===== config.mk =====
export PLATFORM = sky130hd
export DESIGN_NAME = apb8_slaves
export DESIGN_NICKNAME = d
export VERILOG_FILES = /design/src/rtl/apb8_pkg.sv /design/src/rtl/apb8_if.sv /design/src/rtl/apb8_decoder.sv /design/src/rtl/apb8_slaves.sv /design/src/rtl/gpio_port.sv /design/src/rtl/uart_baud_timer.sv /design/src/rtl/uart_tx_fsm.sv /design/src/rtl/uart_tx_regs.sv
export VERILOG_INCLUDE_DIRS = /design/src /design/src/include
export SDC_FILE = /design/constraint.sdc
export NUM_CORES = 1
export LEC_CHECK = 0
export BUFFER_PORTS_ARGS = -buffer_cell sky130_fd_sc_hd__buf_2
export CAP_MARGIN = 20
export CORE_UTILIZATION = 45
export DETAILED_ROUTE_END_ITERATION = 6
export PLACE_DENSITY_LB_ADDON = 0.3
export REMOVE_ABC_BUFFERS = 1
export SLEW_MARGIN = 5
export SYNTH_ARGS = -nofsm -noshare
export SYNTH_HDL_FRONTEND = slang
export SYNTH_HIERARCHICAL = 1
export SYNTH_SLANG_ARGS = --single-unit

===== constraint.sdc =====
create_clock -name PCLK -period 3.6 [get_ports PCLK]
set_clock_uncertainty 0.2 [all_clocks]
set_input_delay 0.72 -clock PCLK [delete_from_list [all_inputs] [get_ports PCLK]]
set_output_delay 0.72 -clock PCLK [all_outputs]
set_load 0.02 [all_outputs]

===== src/include/apb8_defs.svh =====
// Bus widths for the 8-bit APB peripheral subsystem
// Address map of the GPIO and UART windows
// Reset values of the peripheral registers

`ifndef APB8_DEFS_SVH
`define APB8_DEFS_SVH

// Bus widths
`define APB8_ADDR_W 8
`define APB8_DATA_W 8
`define APB8_STRB_W (`APB8_DATA_W / 8)

// Offset bits passed to the slaves
`define APB8_OFFS_W 3

// Address map, base and window size in bytes
`define APB8_GPIO_BASE 8'h00
`define APB8_GPIO_SIZE 8'd16
`define APB8_UART_BASE 8'h10
`define APB8_UART_SIZE 8'd8

// Register reset values
`define APB8_GPIO_RST     8'h00
`define APB8_UART_DIV_RST 8'd16

`endif


===== src/rtl/apb8_pkg.sv =====
// Shared types of the APB peripheral subsystem
// Address region enum produced by the decoder
// GPIO and UART register offsets
// UART status word layout

package apb8_pkg;

  ////////////////////////////////////////////////////////////
  // Address regions
  ////////////////////////////////////////////////////////////

  typedef enum logic [1:0] {
    REGION_GPIO = 2'd0,
    REGION_UART = 2'd1,
    REGION_NONE = 2'd2
  } apb8_region_e;

  ////////////////////////////////////////////////////////////
  // Register offsets
  ////////////////////////////////////////////////////////////

  // GPIO, repeats every 4 bytes in its window
  typedef enum logic [1:0] {
    GPIO_IN  = 2'd0,
    GPIO_OUT = 2'd1,
    GPIO_OE  = 2'd2,
    GPIO_IRQ = 2'd3
  } gpio_reg_e;

  // UART, offsets 4 to 7 are unmapped
  typedef enum logic [2:0] {
    UART_DATA   = 3'd0,
    UART_STATUS = 3'd1,
    UART_DIV    = 3'd2,
    UART_CTRL   = 3'd3
  } uart_reg_e;

  // Status bits, holding_full is bit 0
  typedef struct packed {
    logic irq;
    logic busy;
    logic holding_full;
  } uart_status_t;

endpackage


===== src/rtl/apb8_if.sv =====
// APB slave-side bus between the decoder and one peripheral
// Decoder modport drives the request, slave modport the response

`include "apb8_defs.svh"

interface apb8_if;

  // Request, from the decoder
  logic                    psel;
  logic                    penable;
  logic                    pwrite;
  logic [`APB8_OFFS_W-1:0] paddr;
  logic [`APB8_DATA_W-1:0] pwdata;

  // Response, from the slave
  logic [`APB8_DATA_W-1:0] prdata;
  logic                    pready;
  logic                    pslverr;

  modport dec (
    output psel, penable, pwrite, paddr, pwdata,
    input  prdata, pready, pslverr
  );

  modport slv (
    input  psel, penable, pwrite, paddr, pwdata,
    output prdata, pready, pslverr
  );

endinterface


===== src/rtl/apb8_decoder.sv =====
// APB address decoder for the GPIO and UART windows
// Select fan-out with write strobe qualification
// Response mux and error responder for unmapped addresses

`include "apb8_defs.svh"

module apb8_decoder (
  input  logic                    PCLK,
  input  logic                    reset_i,
  input  logic                    psel_i,
  input  logic                    penable_i,
  input  logic                    pwrite_i,
  input  logic [`APB8_ADDR_W-1:0] paddr_i,
  input  logic [`APB8_DATA_W-1:0] pwdata_i,
  input  logic [`APB8_STRB_W-1:0] pstrb_i,
  output logic [`APB8_DATA_W-1:0] prdata_o,
  output logic                    pready_o,
  output logic                    pslverr_o,
  apb8_if.dec                     gpio_bus,
  apb8_if.dec                     uart_bus
);
  import apb8_pkg::*;

  // Window masks, upper bits compared against the base
  localparam logic [`APB8_ADDR_W-1:0] GPIO_MASK = ~(`APB8_GPIO_SIZE - 8'd1);
  localparam logic [`APB8_ADDR_W-1:0] UART_MASK = ~(`APB8_UART_SIZE - 8'd1);

  apb8_region_e region;
  logic         wr_qual;
  logic         err_q;

  ////////////////////////////////////////////////////////////
  // Region decode
  ////////////////////////////////////////////////////////////

  always_comb begin
    if ((paddr_i & GPIO_MASK) == `APB8_GPIO_BASE) begin
      region = REGION_GPIO;
    end else if ((paddr_i & UART_MASK) == `APB8_UART_BASE) begin
      region = REGION_UART;
    end else begin
      region = REGION_NONE;
    end
  end

  // Strobe low turns the write into a harmless read
  assign wr_qual = pwrite_i & pstrb_i[0];

  // Fan-out, only psel is region specific
  assign gpio_bus.psel    = psel_i & (region == REGION_GPIO);
  assign gpio_bus.penable = penable_i;
  assign gpio_bus.pwrite  = wr_qual;
  assign gpio_bus.paddr   = paddr_i[`APB8_OFFS_W-1:0];
  assign gpio_bus.pwdata  = pwdata_i;

  assign uart_bus.psel    = psel_i & (region == REGION_UART);
  assign uart_bus.penable = penable_i;
  assign uart_bus.pwrite  = wr_qual;
  assign uart_bus.paddr   = paddr_i[`APB8_OFFS_W-1:0];
  assign uart_bus.pwdata  = pwdata_i;

  ////////////////////////////////////////////////////////////
  // Error responder
  ////////////////////////////////////////////////////////////

  // Armed in the setup cycle, answers in the first access cycle
  always_ff @(posedge PCLK) begin
    if (reset_i) begin
      err_q <= 1'b0;
    end else begin
      err_q <= psel_i & ~penable_i & (region == REGION_NONE);
    end
  end

  // Response mux
  always_comb begin
    case (region)
      REGION_GPIO: begin
        prdata_o  = gpio_bus.prdata;
        pready_o  = gpio_bus.pready;
        pslverr_o = gpio_bus.pslverr;
      end
      REGION_UART: begin
        prdata_o  = uart_bus.prdata;
        pready_o  = uart_bus.pready;
        pslverr_o = uart_bus.pslverr;
      end
      default: begin
        // Unmapped, read data is always zero
        prdata_o  = '0;
        pready_o  = err_q;
        pslverr_o = err_q;
      end
    endcase
  end

endmodule


===== src/rtl/apb8_slaves.sv =====
// Top level of the 8-bit APB peripheral subsystem
// Decoder, GPIO port and UART transmitter wired together
// Plain APB4 ports toward the system bus

`include "apb8_defs.svh"

module apb8_slaves (
  input  logic                    PCLK,
  input  logic                    reset_i,
  input  logic                    psel_i,
  input  logic                    penable_i,
  input  logic                    pwrite_i,
  input  logic [`APB8_ADDR_W-1:0] paddr_i,
  input  logic [`APB8_DATA_W-1:0] pwdata_i,
  input  logic [`APB8_STRB_W-1:0] pstrb_i,
  output logic [`APB8_DATA_W-1:0] prdata_o,
  output logic                    pready_o,
  output logic                    pslverr_o,
  input  logic [`APB8_DATA_W-1:0] gpio_i,
  output logic [`APB8_DATA_W-1:0] gpio_o,
  output logic [`APB8_DATA_W-1:0] gpio_oe_o,
  output logic                    gpio_int_o,
  output logic                    uart_txd_o,
  output logic                    uart_int_o
);

  // UART internal links
  logic                    tx_valid;
  logic                    tx_ready;
  logic [`APB8_DATA_W-1:0] tx_data;
  logic [`APB8_DATA_W-1:0] div;
  logic                    busy;
  logic                    run;
  logic                    tick;

  ////////////////////////////////////////////////////////////
  // Bus decode
  ////////////////////////////////////////////////////////////

  apb8_if gpio_bus ();
  apb8_if uart_bus ();

  apb8_decoder u_decoder (
    .PCLK     (PCLK),
    .reset_i  (reset_i),
    .psel_i   (psel_i),
    .penable_i(penable_i),
    .pwrite_i (pwrite_i),
    .paddr_i  (paddr_i),
    .pwdata_i (pwdata_i),
    .pstrb_i  (pstrb_i),
    .prdata_o (prdata_o),
    .pready_o (pready_o),
    .pslverr_o(pslverr_o),
    .gpio_bus (gpio_bus.dec),
    .uart_bus (uart_bus.dec)
  );

  ////////////////////////////////////////////////////////////
  // Peripherals
  ////////////////////////////////////////////////////////////

  gpio_port u_gpio (
    .PCLK      (PCLK),
    .reset_i   (reset_i),
    .bus       (gpio_bus.slv),
    .gpio_i    (gpio_i),
    .gpio_o    (gpio_o),
    .gpio_oe_o (gpio_oe_o),
    .gpio_int_o(gpio_int_o)
  );

  uart_tx_regs u_uart_regs (
    .PCLK      (PCLK),
    .reset_i   (reset_i),
    .bus       (uart_bus.slv),
    .tx_valid_o(tx_valid),
    .tx_data_o (tx_data),
    .tx_ready_i(tx_ready),
    .busy_i    (busy),
    .div_o     (div),
    .uart_int_o(uart_int_o)
  );

  uart_baud_timer u_baud (
    .PCLK   (PCLK),
    .reset_i(reset_i),
    .run_i  (run),
    .div_i  (div),
    .tick_o (tick)
  );

  uart_tx_fsm u_tx_fsm (
    .PCLK      (PCLK),
    .reset_i   (reset_i),
    .tx_valid_i(tx_valid),
    .tx_data_i (tx_data),
    .tx_ready_o(tx_ready),
    .tick_i    (tick),
    .run_o     (run),
    .busy_o    (busy),
    .txd_o     (uart_txd_o)
  );

endmodule


===== src/rtl/gpio_port.sv =====
// 8-pin GPIO port on the APB bus
// Output data, output enable and pending interrupt registers
// Two-flop input synchronizer with rising-edge interrupt detect

`include "apb8_defs.svh"

module gpio_port (
  input  logic                    PCLK,
  input  logic                    reset_i,
  apb8_if.slv                     bus,
  input  logic [`APB8_DATA_W-1:0] gpio_i,
  output logic [`APB8_DATA_W-1:0] gpio_o,
  output logic [`APB8_DATA_W-1:0] gpio_oe_o,
  output logic                    gpio_int_o
);
  import apb8_pkg::*;

  gpio_reg_e               offs;
  logic                    wr;
  logic [`APB8_DATA_W-1:0] sync1_q;
  logic [`APB8_DATA_W-1:0] sync2_q;
  logic [`APB8_DATA_W-1:0] prev_q;
  logic [`APB8_DATA_W-1:0] rise;
  logic [`APB8_DATA_W-1:0] clr;
  logic [`APB8_DATA_W-1:0] irq_q;

  // Low two bits pick the register, the rest of the window aliases
  assign offs = gpio_reg_e'(bus.paddr[1:0]);

  // No wait states and no error responses
  assign bus.pready  = bus.psel & bus.penable;
  assign bus.pslverr = 1'b0;
  assign wr          = bus.pready & bus.pwrite;

  ////////////////////////////////////////////////////////////
  // Pin synchronizer and edge detect
  ////////////////////////////////////////////////////////////

  always_ff @(posedge PCLK) begin
    if (reset_i) begin
      sync1_q <= '0;
      sync2_q <= '0;
      prev_q  <= '0;
    end else begin
      sync1_q <= gpio_i;
      sync2_q <= sync1_q;
      prev_q  <= sync2_q;
    end
  end

  // Low to high on the synchronized pin
  assign rise = sync2_q & ~prev_q;

  // Write-one-to-clear mask
  assign clr = (wr && offs == GPIO_IRQ) ? bus.pwdata : '0;

  ////////////////////////////////////////////////////////////
  // Registers
  ////////////////////////////////////////////////////////////

  always_ff @(posedge PCLK) begin
    if (reset_i) begin
      gpio_o    <= `APB8_GPIO_RST;
      gpio_oe_o <= `APB8_GPIO_RST;
      irq_q     <= '0;
    end else begin
      if (wr && offs == GPIO_OUT) begin
        gpio_o <= bus.pwdata;
      end
      if (wr && offs == GPIO_OE) begin
        gpio_oe_o <= bus.pwdata;
      end
      // New edge wins over a clear in the same cycle
      irq_q <= (irq_q & ~clr) | rise;
    end
  end

  assign gpio_int_o = |irq_q;

  // Read mux
  always_comb begin
    case (offs)
      GPIO_IN:  bus.prdata = sync2_q;
      GPIO_OUT: bus.prdata = gpio_o;
      GPIO_OE:  bus.prdata = gpio_oe_o;
      default:  bus.prdata = irq_q;
    endcase
  end

endmodule


===== src/rtl/uart_baud_timer.sv =====
// UART bit-period timer
// Down-counter giving one tick per divisor count of cycles

`include "apb8_defs.svh"

module uart_baud_timer (
  input  logic                    PCLK,
  input  logic                    reset_i,
  input  logic                    run_i,
  input  logic [`APB8_DATA_W-1:0] div_i,
  output logic                    tick_o
);

  logic [`APB8_DATA_W-1:0] cnt_q;
  logic [`APB8_DATA_W-1:0] div_q;

  // Last count of a bit period, zero divisor acts as one
  assign tick_o = run_i & (cnt_q <= 8'd1);

  always_ff @(posedge PCLK) begin
    if (reset_i) begin
      cnt_q <= `APB8_UART_DIV_RST;
      div_q <= `APB8_UART_DIV_RST;
    end else if (!run_i) begin
      // Idle, track the register so a frame starts with it
      cnt_q <= div_i;
      div_q <= div_i;
    end else if (tick_o) begin
      cnt_q <= div_q;
    end else begin
      cnt_q <= cnt_q - 8'd1;
    end
  end

endmodule


===== src/rtl/uart_tx_fsm.sv =====
// UART transmit FSM for 8N1 frames
// Shift register and bit counter driving the serial line
// Consumer side of the valid/ready handshake

`include "apb8_defs.svh"

module uart_tx_fsm (
  input  logic                    PCLK,
  input  logic                    reset_i,
  input  logic                    tx_valid_i,
  input  logic [`APB8_DATA_W-1:0] tx_data_i,
  output logic                    tx_ready_o,
  input  logic                    tick_i,
  output logic                    run_o,
  output logic                    busy_o,
  output logic                    txd_o
);

  typedef enum logic [1:0] {
    IDLE  = 2'd0,
    START = 2'd1,
    DATA  = 2'd2,
    STOP  = 2'd3
  } state_e;

  state_e                  state_q;
  logic [2:0]              bit_cnt_q;
  logic [`APB8_DATA_W-1:0] shift_q;

  ////////////////////////////////////////////////////////////
  // Frame sequencing
  ////////////////////////////////////////////////////////////

  always_ff @(posedge PCLK) begin
    if (reset_i) begin
      state_q   <= IDLE;
      bit_cnt_q <= 3'd0;
    end else begin
      case (state_q)
        IDLE: begin
          // Byte accepted on the handshake edge
          if (tx_valid_i) begin
            state_q <= START;
          end
        end
        START: begin
          if (tick_i) begin
            state_q   <= DATA;
            bit_cnt_q <= 3'd0;
          end
        end
        DATA: begin
          if (tick_i) begin
            bit_cnt_q <= bit_cnt_q + 3'd1;
            // Eighth data bit done
            if (bit_cnt_q == 3'd7) begin
              state_q <= STOP;
            end
          end
        end
        default: begin
          if (tick_i) begin
            state_q <= IDLE;
          end
        end
      endcase
    end
  end

  // Shift register, LSB goes out first
  always_ff @(posedge PCLK) begin
    if (tx_valid_i && tx_ready_o) begin
      shift_q <= tx_data_i;
    end else if (state_q == DATA && tick_i) begin
      shift_q <= shift_q >> 1;
    end
  end

  assign tx_ready_o = (state_q == IDLE);
  assign run_o      = (state_q != IDLE);
  assign busy_o     = run_o;

  // Line level per state, high when idle
  always_comb begin
    case (state_q)
      START:   txd_o = 1'b0;
      DATA:    txd_o = shift_q[0];
      default: txd_o = 1'b1;
    endcase
  end

endmodule


===== src/rtl/uart_tx_regs.sv =====
// UART transmitter register block on the APB bus
// Divisor, control and holding register
// Valid/ready producer toward the transmit FSM

`include "apb8_defs.svh"

module uart_tx_regs (
  input  logic                    PCLK,
  input  logic                    reset_i,
  apb8_if.slv                     bus,
  output logic                    tx_valid_o,
  output logic [`APB8_DATA_W-1:0] tx_data_o,
  input  logic                    tx_ready_i,
  input  logic                    busy_i,
  output logic [`APB8_DATA_W-1:0] div_o,
  output logic                    uart_int_o
);
  import apb8_pkg::*;

  uart_reg_e    offs;
  uart_status_t status;
  logic         access;
  logic         data_wr;
  logic         wr_done;
  logic         ie_q;
  logic         hold_full_q;

  assign offs   = uart_reg_e'(bus.paddr);
  assign access = bus.psel & bus.penable;

  // Data write against a full holding register waits for the FSM
  assign data_wr     = access & bus.pwrite & (offs == UART_DATA);
  assign bus.pready  = access & ~(data_wr & hold_full_q & ~tx_ready_i);
  // Upper half of the window is unmapped
  assign bus.pslverr = access & bus.paddr[2];
  assign wr_done     = bus.pready & bus.pwrite;

  always_ff @(posedge PCLK) begin
    if (reset_i) begin
      div_o       <= `APB8_UART_DIV_RST;
      ie_q        <= 1'b0;
      hold_full_q <= 1'b0;
    end else begin
      if (wr_done && offs == UART_DIV) begin
        div_o <= bus.pwdata;
      end
      if (wr_done && offs == UART_CTRL) begin
        ie_q <= bus.pwdata[0];
      end
      // Refill and handover may share an edge, refill wins
      if (wr_done && offs == UART_DATA) begin
        hold_full_q <= 1'b1;
      end else if (tx_valid_o && tx_ready_i) begin
        hold_full_q <= 1'b0;
      end
    end
  end

  // Holding register payload
  always_ff @(posedge PCLK) begin
    if (wr_done && offs == UART_DATA) begin
      tx_data_o <= bus.pwdata;
    end
  end

  assign tx_valid_o = hold_full_q;
  assign uart_int_o = ie_q & ~hold_full_q;

  assign status.irq          = uart_int_o;
  assign status.busy         = busy_i;
  assign status.holding_full = hold_full_q;

  // Read mux, DATA reads as zero
  always_comb begin
    bus.prdata = '0;
    case (offs)
      UART_STATUS: bus.prdata[2:0] = status;
      UART_DIV:    bus.prdata = div_o;
      UART_CTRL:   bus.prdata[0] = ie_q;
      default:     bus.prdata = '0;
    endcase
  end

endmodule


Word-level counts from Yosys, hierarchy flattened
Cells that the tools add are included.

word-level totals
  flip-flop bits (word level) = 96
  input bits = 30
  output and inout bits = 29
  logic and storage cells = 108

cells by class
  $add $sub $neg = 2
  magnitude comparators = 1
  equal/unequal tests = 16
  mux-type cells = 26
  bitwise logic cells = 26
  reduce and logical (&&, ||, !) cells = 21

operators with widths
  kind                   count
  $mux W8                5
  $pmux W8 S3            1
  $and A1 B1 Y1          17
  $and A8 B8 Y8          2
  $not A8 Y8             2
  $pmux W8 S2            1
  $mux W2                7
  $reduce_bool A2 Y1     5
  $eq A2 B2 Y1 const B   4
  $le A8 B1 Y1 const B   1
  $logic_and A1 B1 Y1    8
  $logic_not A8 Y1       1
  $or A8 B8 Y8           1
  $reduce_or A8 Y1       1
  $sub A8 B1 Y8 const B  1
  $eq A2 B1 Y1 const B   3
  $eq A3 B2 Y1 const B   2
  $logic_not A2 Y1       3
  $mux W3                2
  $ne A2 B1 Y1 const B   3
  $pmux W1 S2            3
  $pmux W2 S3            1
  $pmux W3 S2            1
  $eq A5 B2 Y1 const B   1
  12 further kinds       16

Depth between registers and ports, before layout
  depth in word-level cells = 15
  depth in mapped cells = 11
  gate-level depth less buffers = 9

Hierarchy
Netlist, hierarchy kept.

by module, submodules not included
  module           instances  cells an instance  area each (um2)  sequential area each (um2)
  gpio_port        1          165                1,911.8          960.9
  uart_tx_regs     1          76                 822.0            440.4
  uart_baud_timer  1          94                 805.8            320.3
  uart_tx_fsm      1          57                 666.9            340.3
  apb8_decoder     1          53                 402.9            20.0

Least setup slack after synthesis
OpenSTA, ideal clock, no wires.

  path kind = input -> output
  start point = in paddr_i[6]
  end point = out pslverr_o
  arrival = 2.303 ns
  data required time = 2.680 ns
  slack = 0.377 ns
  stages on the path = 7
  buffers on the path = 1
  cells stage by stage = or3_1 -> buf_2 -> nor3b_4 -> and2_1 -> and3_1 -> o31ai_1 -> a21oi_1

between the ends
  word-level cells in the longest chain between the ends = 8
  elaborated cells on any way between the ends = 10
  classes of those cells = eq/ne (2); mux (3); bitwise (3); reduce/logical (2)

RTL lines
  what                    RTL line            source
  start: declaration      apb8_slaves.sv:13   input logic [`APB8_ADDR_W-1:0] paddr_i,
  $eq A5 B2 Y1 (no line)  -
  $mux W2                 apb8_decoder.sv:39  end else if ((paddr_i & UART_MASK) == `APB8_UART_BASE) begin
  $mux W2 (*)             apb8_decoder.sv:37  if ((paddr_i & GPIO_MASK) == `APB8_GPIO_BASE) begin
  $eq A2 B1 Y1 (*)        apb8_decoder.sv:56  assign uart_bus.psel = psel_i & (region == REGION_UART);
  $and A1 B1 Y1 (*)       apb8_decoder.sv:56
  via uart_bus.psel       apb8_if.sv:9        logic psel;
  $and A1 B1 Y1 (*)       uart_tx_regs.sv:29  assign access = bus.psel & bus.penable;
  $and A1 B1 Y1 (*)       uart_tx_regs.sv:35  assign bus.pslverr = access & bus.paddr[2];
  via uart_bus.pslverr    apb8_if.sv:18       logic pslverr;
  $pmux W1 S2 (*)         apb8_decoder.sv:77  case (region)
  end: declaration        apb8_slaves.sv:18   output logic pslverr_o,

Mark *: on every way through the listed nets, which the timed path passes. The rest lies on a longest branch.

Worst setup path after layout
  start point = in paddr_i[6]
  end point = out pready_o

between the ends
  word-level cells in the longest chain between the ends = 13
  elaborated cells on any way between the ends = 17
  classes of those cells = eq/ne (2); mux (3); bitwise (10); reduce/logical (2)

RTL lines
  what                        RTL line            source
  $eq A5 B2 Y1 (no line)      -
  $mux W2                     apb8_decoder.sv:39
  $mux W2 (*)                 apb8_decoder.sv:37
  $eq A2 B1 Y1 (*)            apb8_decoder.sv:56
  $and A1 B1 Y1 (*)           apb8_decoder.sv:56
  via uart_bus.psel           apb8_if.sv:9
  $and A1 B1 Y1 (*)           uart_tx_regs.sv:29
  $and A1 B1 Y1 (2 in a row)  uart_tx_regs.sv:32  assign data_wr = access & bus.pwrite & (offs == UART_DATA);
  $and A1 B1 Y1 (2 in a row)  uart_tx_regs.sv:33  assign bus.pready = access & ~(data_wr & hold_full_q & ~tx_ready_i);
  $not A1 Y1                  uart_tx_regs.sv:33
  $and A1 B1 Y1 (*)           uart_tx_regs.sv:33
  via uart_bus.pready         apb8_if.sv:17       logic pready;
  $pmux W1 S2 (*)             apb8_decoder.sv:77
  end: declaration            apb8_slaves.sv:17   output logic pready_o,

Marked as above.

==> impl_metrics.csv <==
group,metric,value,unit
synth,synth.avg_cell_area,10.4,um2
synth,syn_area,0.00460,mm2
route,viasPerCell,5.28,
layout,final_util,50.9,%
run,cap_violations,0,
critical_path,setup.worst_path.class,"in2out",
cts,post_cts_resized,0,
global_routing,track_usage,19.1,%
cts,clockRootBuffer,"clkbuf_8",
cts,clkSinkCount,96,
place,dp_slack,0.454,ns
pwr,power_per_cell_area,481,mW/mm2
route,drtPass1Iterations,4,
place,port_buffers,58,
critical_path,path_cells,"buf_2, or3_1, nor3b_4, and2_1, and3_1, o31ai_1, a21oi_1, buf_2",
sta,setup_violations,0,
sta,finalHoldViolCount,0,
sta,rsz0062_at_grt,"no",
pwr,ir_drop,0.272,mV
critical_path,max_stage_delay,0.47,ns
floorplanning,fp-row-count,36,
floorplanning,dieHeight,103,um
floorplanning,die_w,103,um
sta,finalCriticalPeriod,3.16,ns
sta,tns,0,ns
cts,cts_buffers,9,
global_routing,grt_pass1_vias,3170,
sta,maxSlewHeadroom,58.0,%
global_routing,overflow,0,
cts,clock_latency,0.37,ns
cts,postCtsHoldBufs,0,
cts,clk_pin_slew,0.08,ns
critical_path,cp-start-kind,"primary input",
route,ant_nets,0,
cts,cts_tree,"yes",
synth,yosys_warnings,6,
cts,htreeDepth,3,
hold_path,min_path_type,"reg2reg",
layout,layout.nets,511,
global_routing,antenna_found_initial,0,
floorplanning,boundaryPins,59,
floorplanning,coreArea,0.00986,mm2
sta,slew_violations,0,
cts,post_cts_buffers,0,
cts,cts_buffer_depth,2,
route,via_count,3224,
critical_path,required,2.68,ns
place,dp_hpwl,6530,um
critical_path,worstPathArrival,2.24,ns
layout,drive_above_1_share,22.4,%
sta,worst_pin_slew,0.628,ns
synth,synthCells,444,
sta,finalCritPeriodShare,87.9,%
route,drt-total-wl,9240,um
floorplanning,initial_core_util,46.7,%
critical_path,endpoint_kind,"primary output",
pwr,power.leakage,2.05,nW
route,drc,0,
critical_path,cpMostUsedCell,"buf_2",
critical_path,crit_slowest_cell,"or3_1",
critical_path,path_max_fanout,4,
floorplanning,die-area,0.0106,mm2
run_status,outcome,"finished, final reports clean",
sta,fmax,316,MHz
global_routing,grt_max_degree,100,
layout,synthToLayoutAreaGrowth,9.11,%
route,drtIter0Drc,144,
route,wl_per_cell,15.1,um
sta,fin_ws,0.435,ns
place,gp_congestion,0.767,
layout,antenna_cells,0,
global_routing,grt_pass1_wl,15300,um
==> registers in the layout, summed over array words and instances (netlist names) <==
name	cells
u_baud/cnt_q	8
u_gpio/sync2_q	8
u_tx_fsm/state_q	2
u_uart_regs/tx_valid_o	1
u_decoder/err_q	1
u_baud/div_q	8
u_uart_regs/ie_q	1
u_tx_fsm/bit_cnt_q	3
u_gpio/prev_q	8
u_gpio/sync1_q	8
u_gpio/gpio_oe_o	8
u_tx_fsm/shift_q	8
u_uart_regs/div_o	8
u_gpio/irq_q	8
u_gpio/gpio_o	8
u_uart_regs/tx_data_o	8
==> metrics by stage <==
step,total power [mW],cell area [um2],hold WS [ns],std cells
final,2.42,5020,0.242,611
after global routing,2.53,5020,0.259,611
after CTS,2.44,5020,0.245,611
after detailed placement,1.67,4800,0.224,595
after global placement,1.65,4800,0.219,595
after floorplan,1.52,4270,0.214,396
==> placed cells by master (no fill, tap or decap), drive strengths merged, types with 2 or more instances in the layout <==
master,n
mux2,10
o211ai,2
buf,66
o22ai,5
or3,2
nand4b,8
a21oi,14
nor4,3
inv,20
and3,3
dfxtp,80
ha,8
nor2b,31
clkinv,3
nand2b,38
xnor2,2
nand2,24
a32oi,2
bufinv,2
o31ai,3
o21ai,14
mux2i,23
and2,10
edfxtp,16
mux4,8
clkbuf,9
a22oi,3
nor3,6
a22o,16
nor2,20
nor3b,3
a31oi,9
==> metal layers <==
metal / track usage [%] / part of all wire, % / vias to the layer above
met2: 32.5 / 49 / 65
met4: 9.21 / 1.9 / 0
met3: 3.59 / 3.8 / 15
met1: 23.3 / 45 / 1548
li1: - / - / 1596
met5: 0 / 0 / -
==> worst max-delay path: cells and delay by family <==
family                 cells  cell delay (ns)
AOI/OAI and AO/OA          2             0.21
buffers and inverters      2             0.29
and+or+nand+nor            4             1.02
==> cell type report <==
class                      instances  area (um2)
clock buffer                       9         124
clock inverter                     7        93.8
fill                             913        4840
inverter                          18        67.6
multi-input combinational        282        2120
sequential                        96        2080
tap                              133         166
timing repair buffer              66         363
==> power by group <==
group / internal (mW) / leakage [nW] / switching (mW)
clock network: 0.393 / 0.114 / 0.384
registers: 1.13 / 0.792 / 0.0388
logic: 0.209 / 1.14 / 0.263
==> path summary, 6_finish.rpt <==
path,startpoint,to,slack [ns],cells past startpoint
min,u_gpio/sync1_q[1],u_gpio/sync2_q[1],0.24,1
max,paddr_i[6],pready_o,0.44,8
max reg2reg,u_tx_fsm/state_q[0],u_tx_fsm/state_q[0],0.85,9
min reg2reg,u_gpio/sync1_q[1],u_gpio/sync2_q[1],0.24,1
Power figures use the tool's default switching activity.
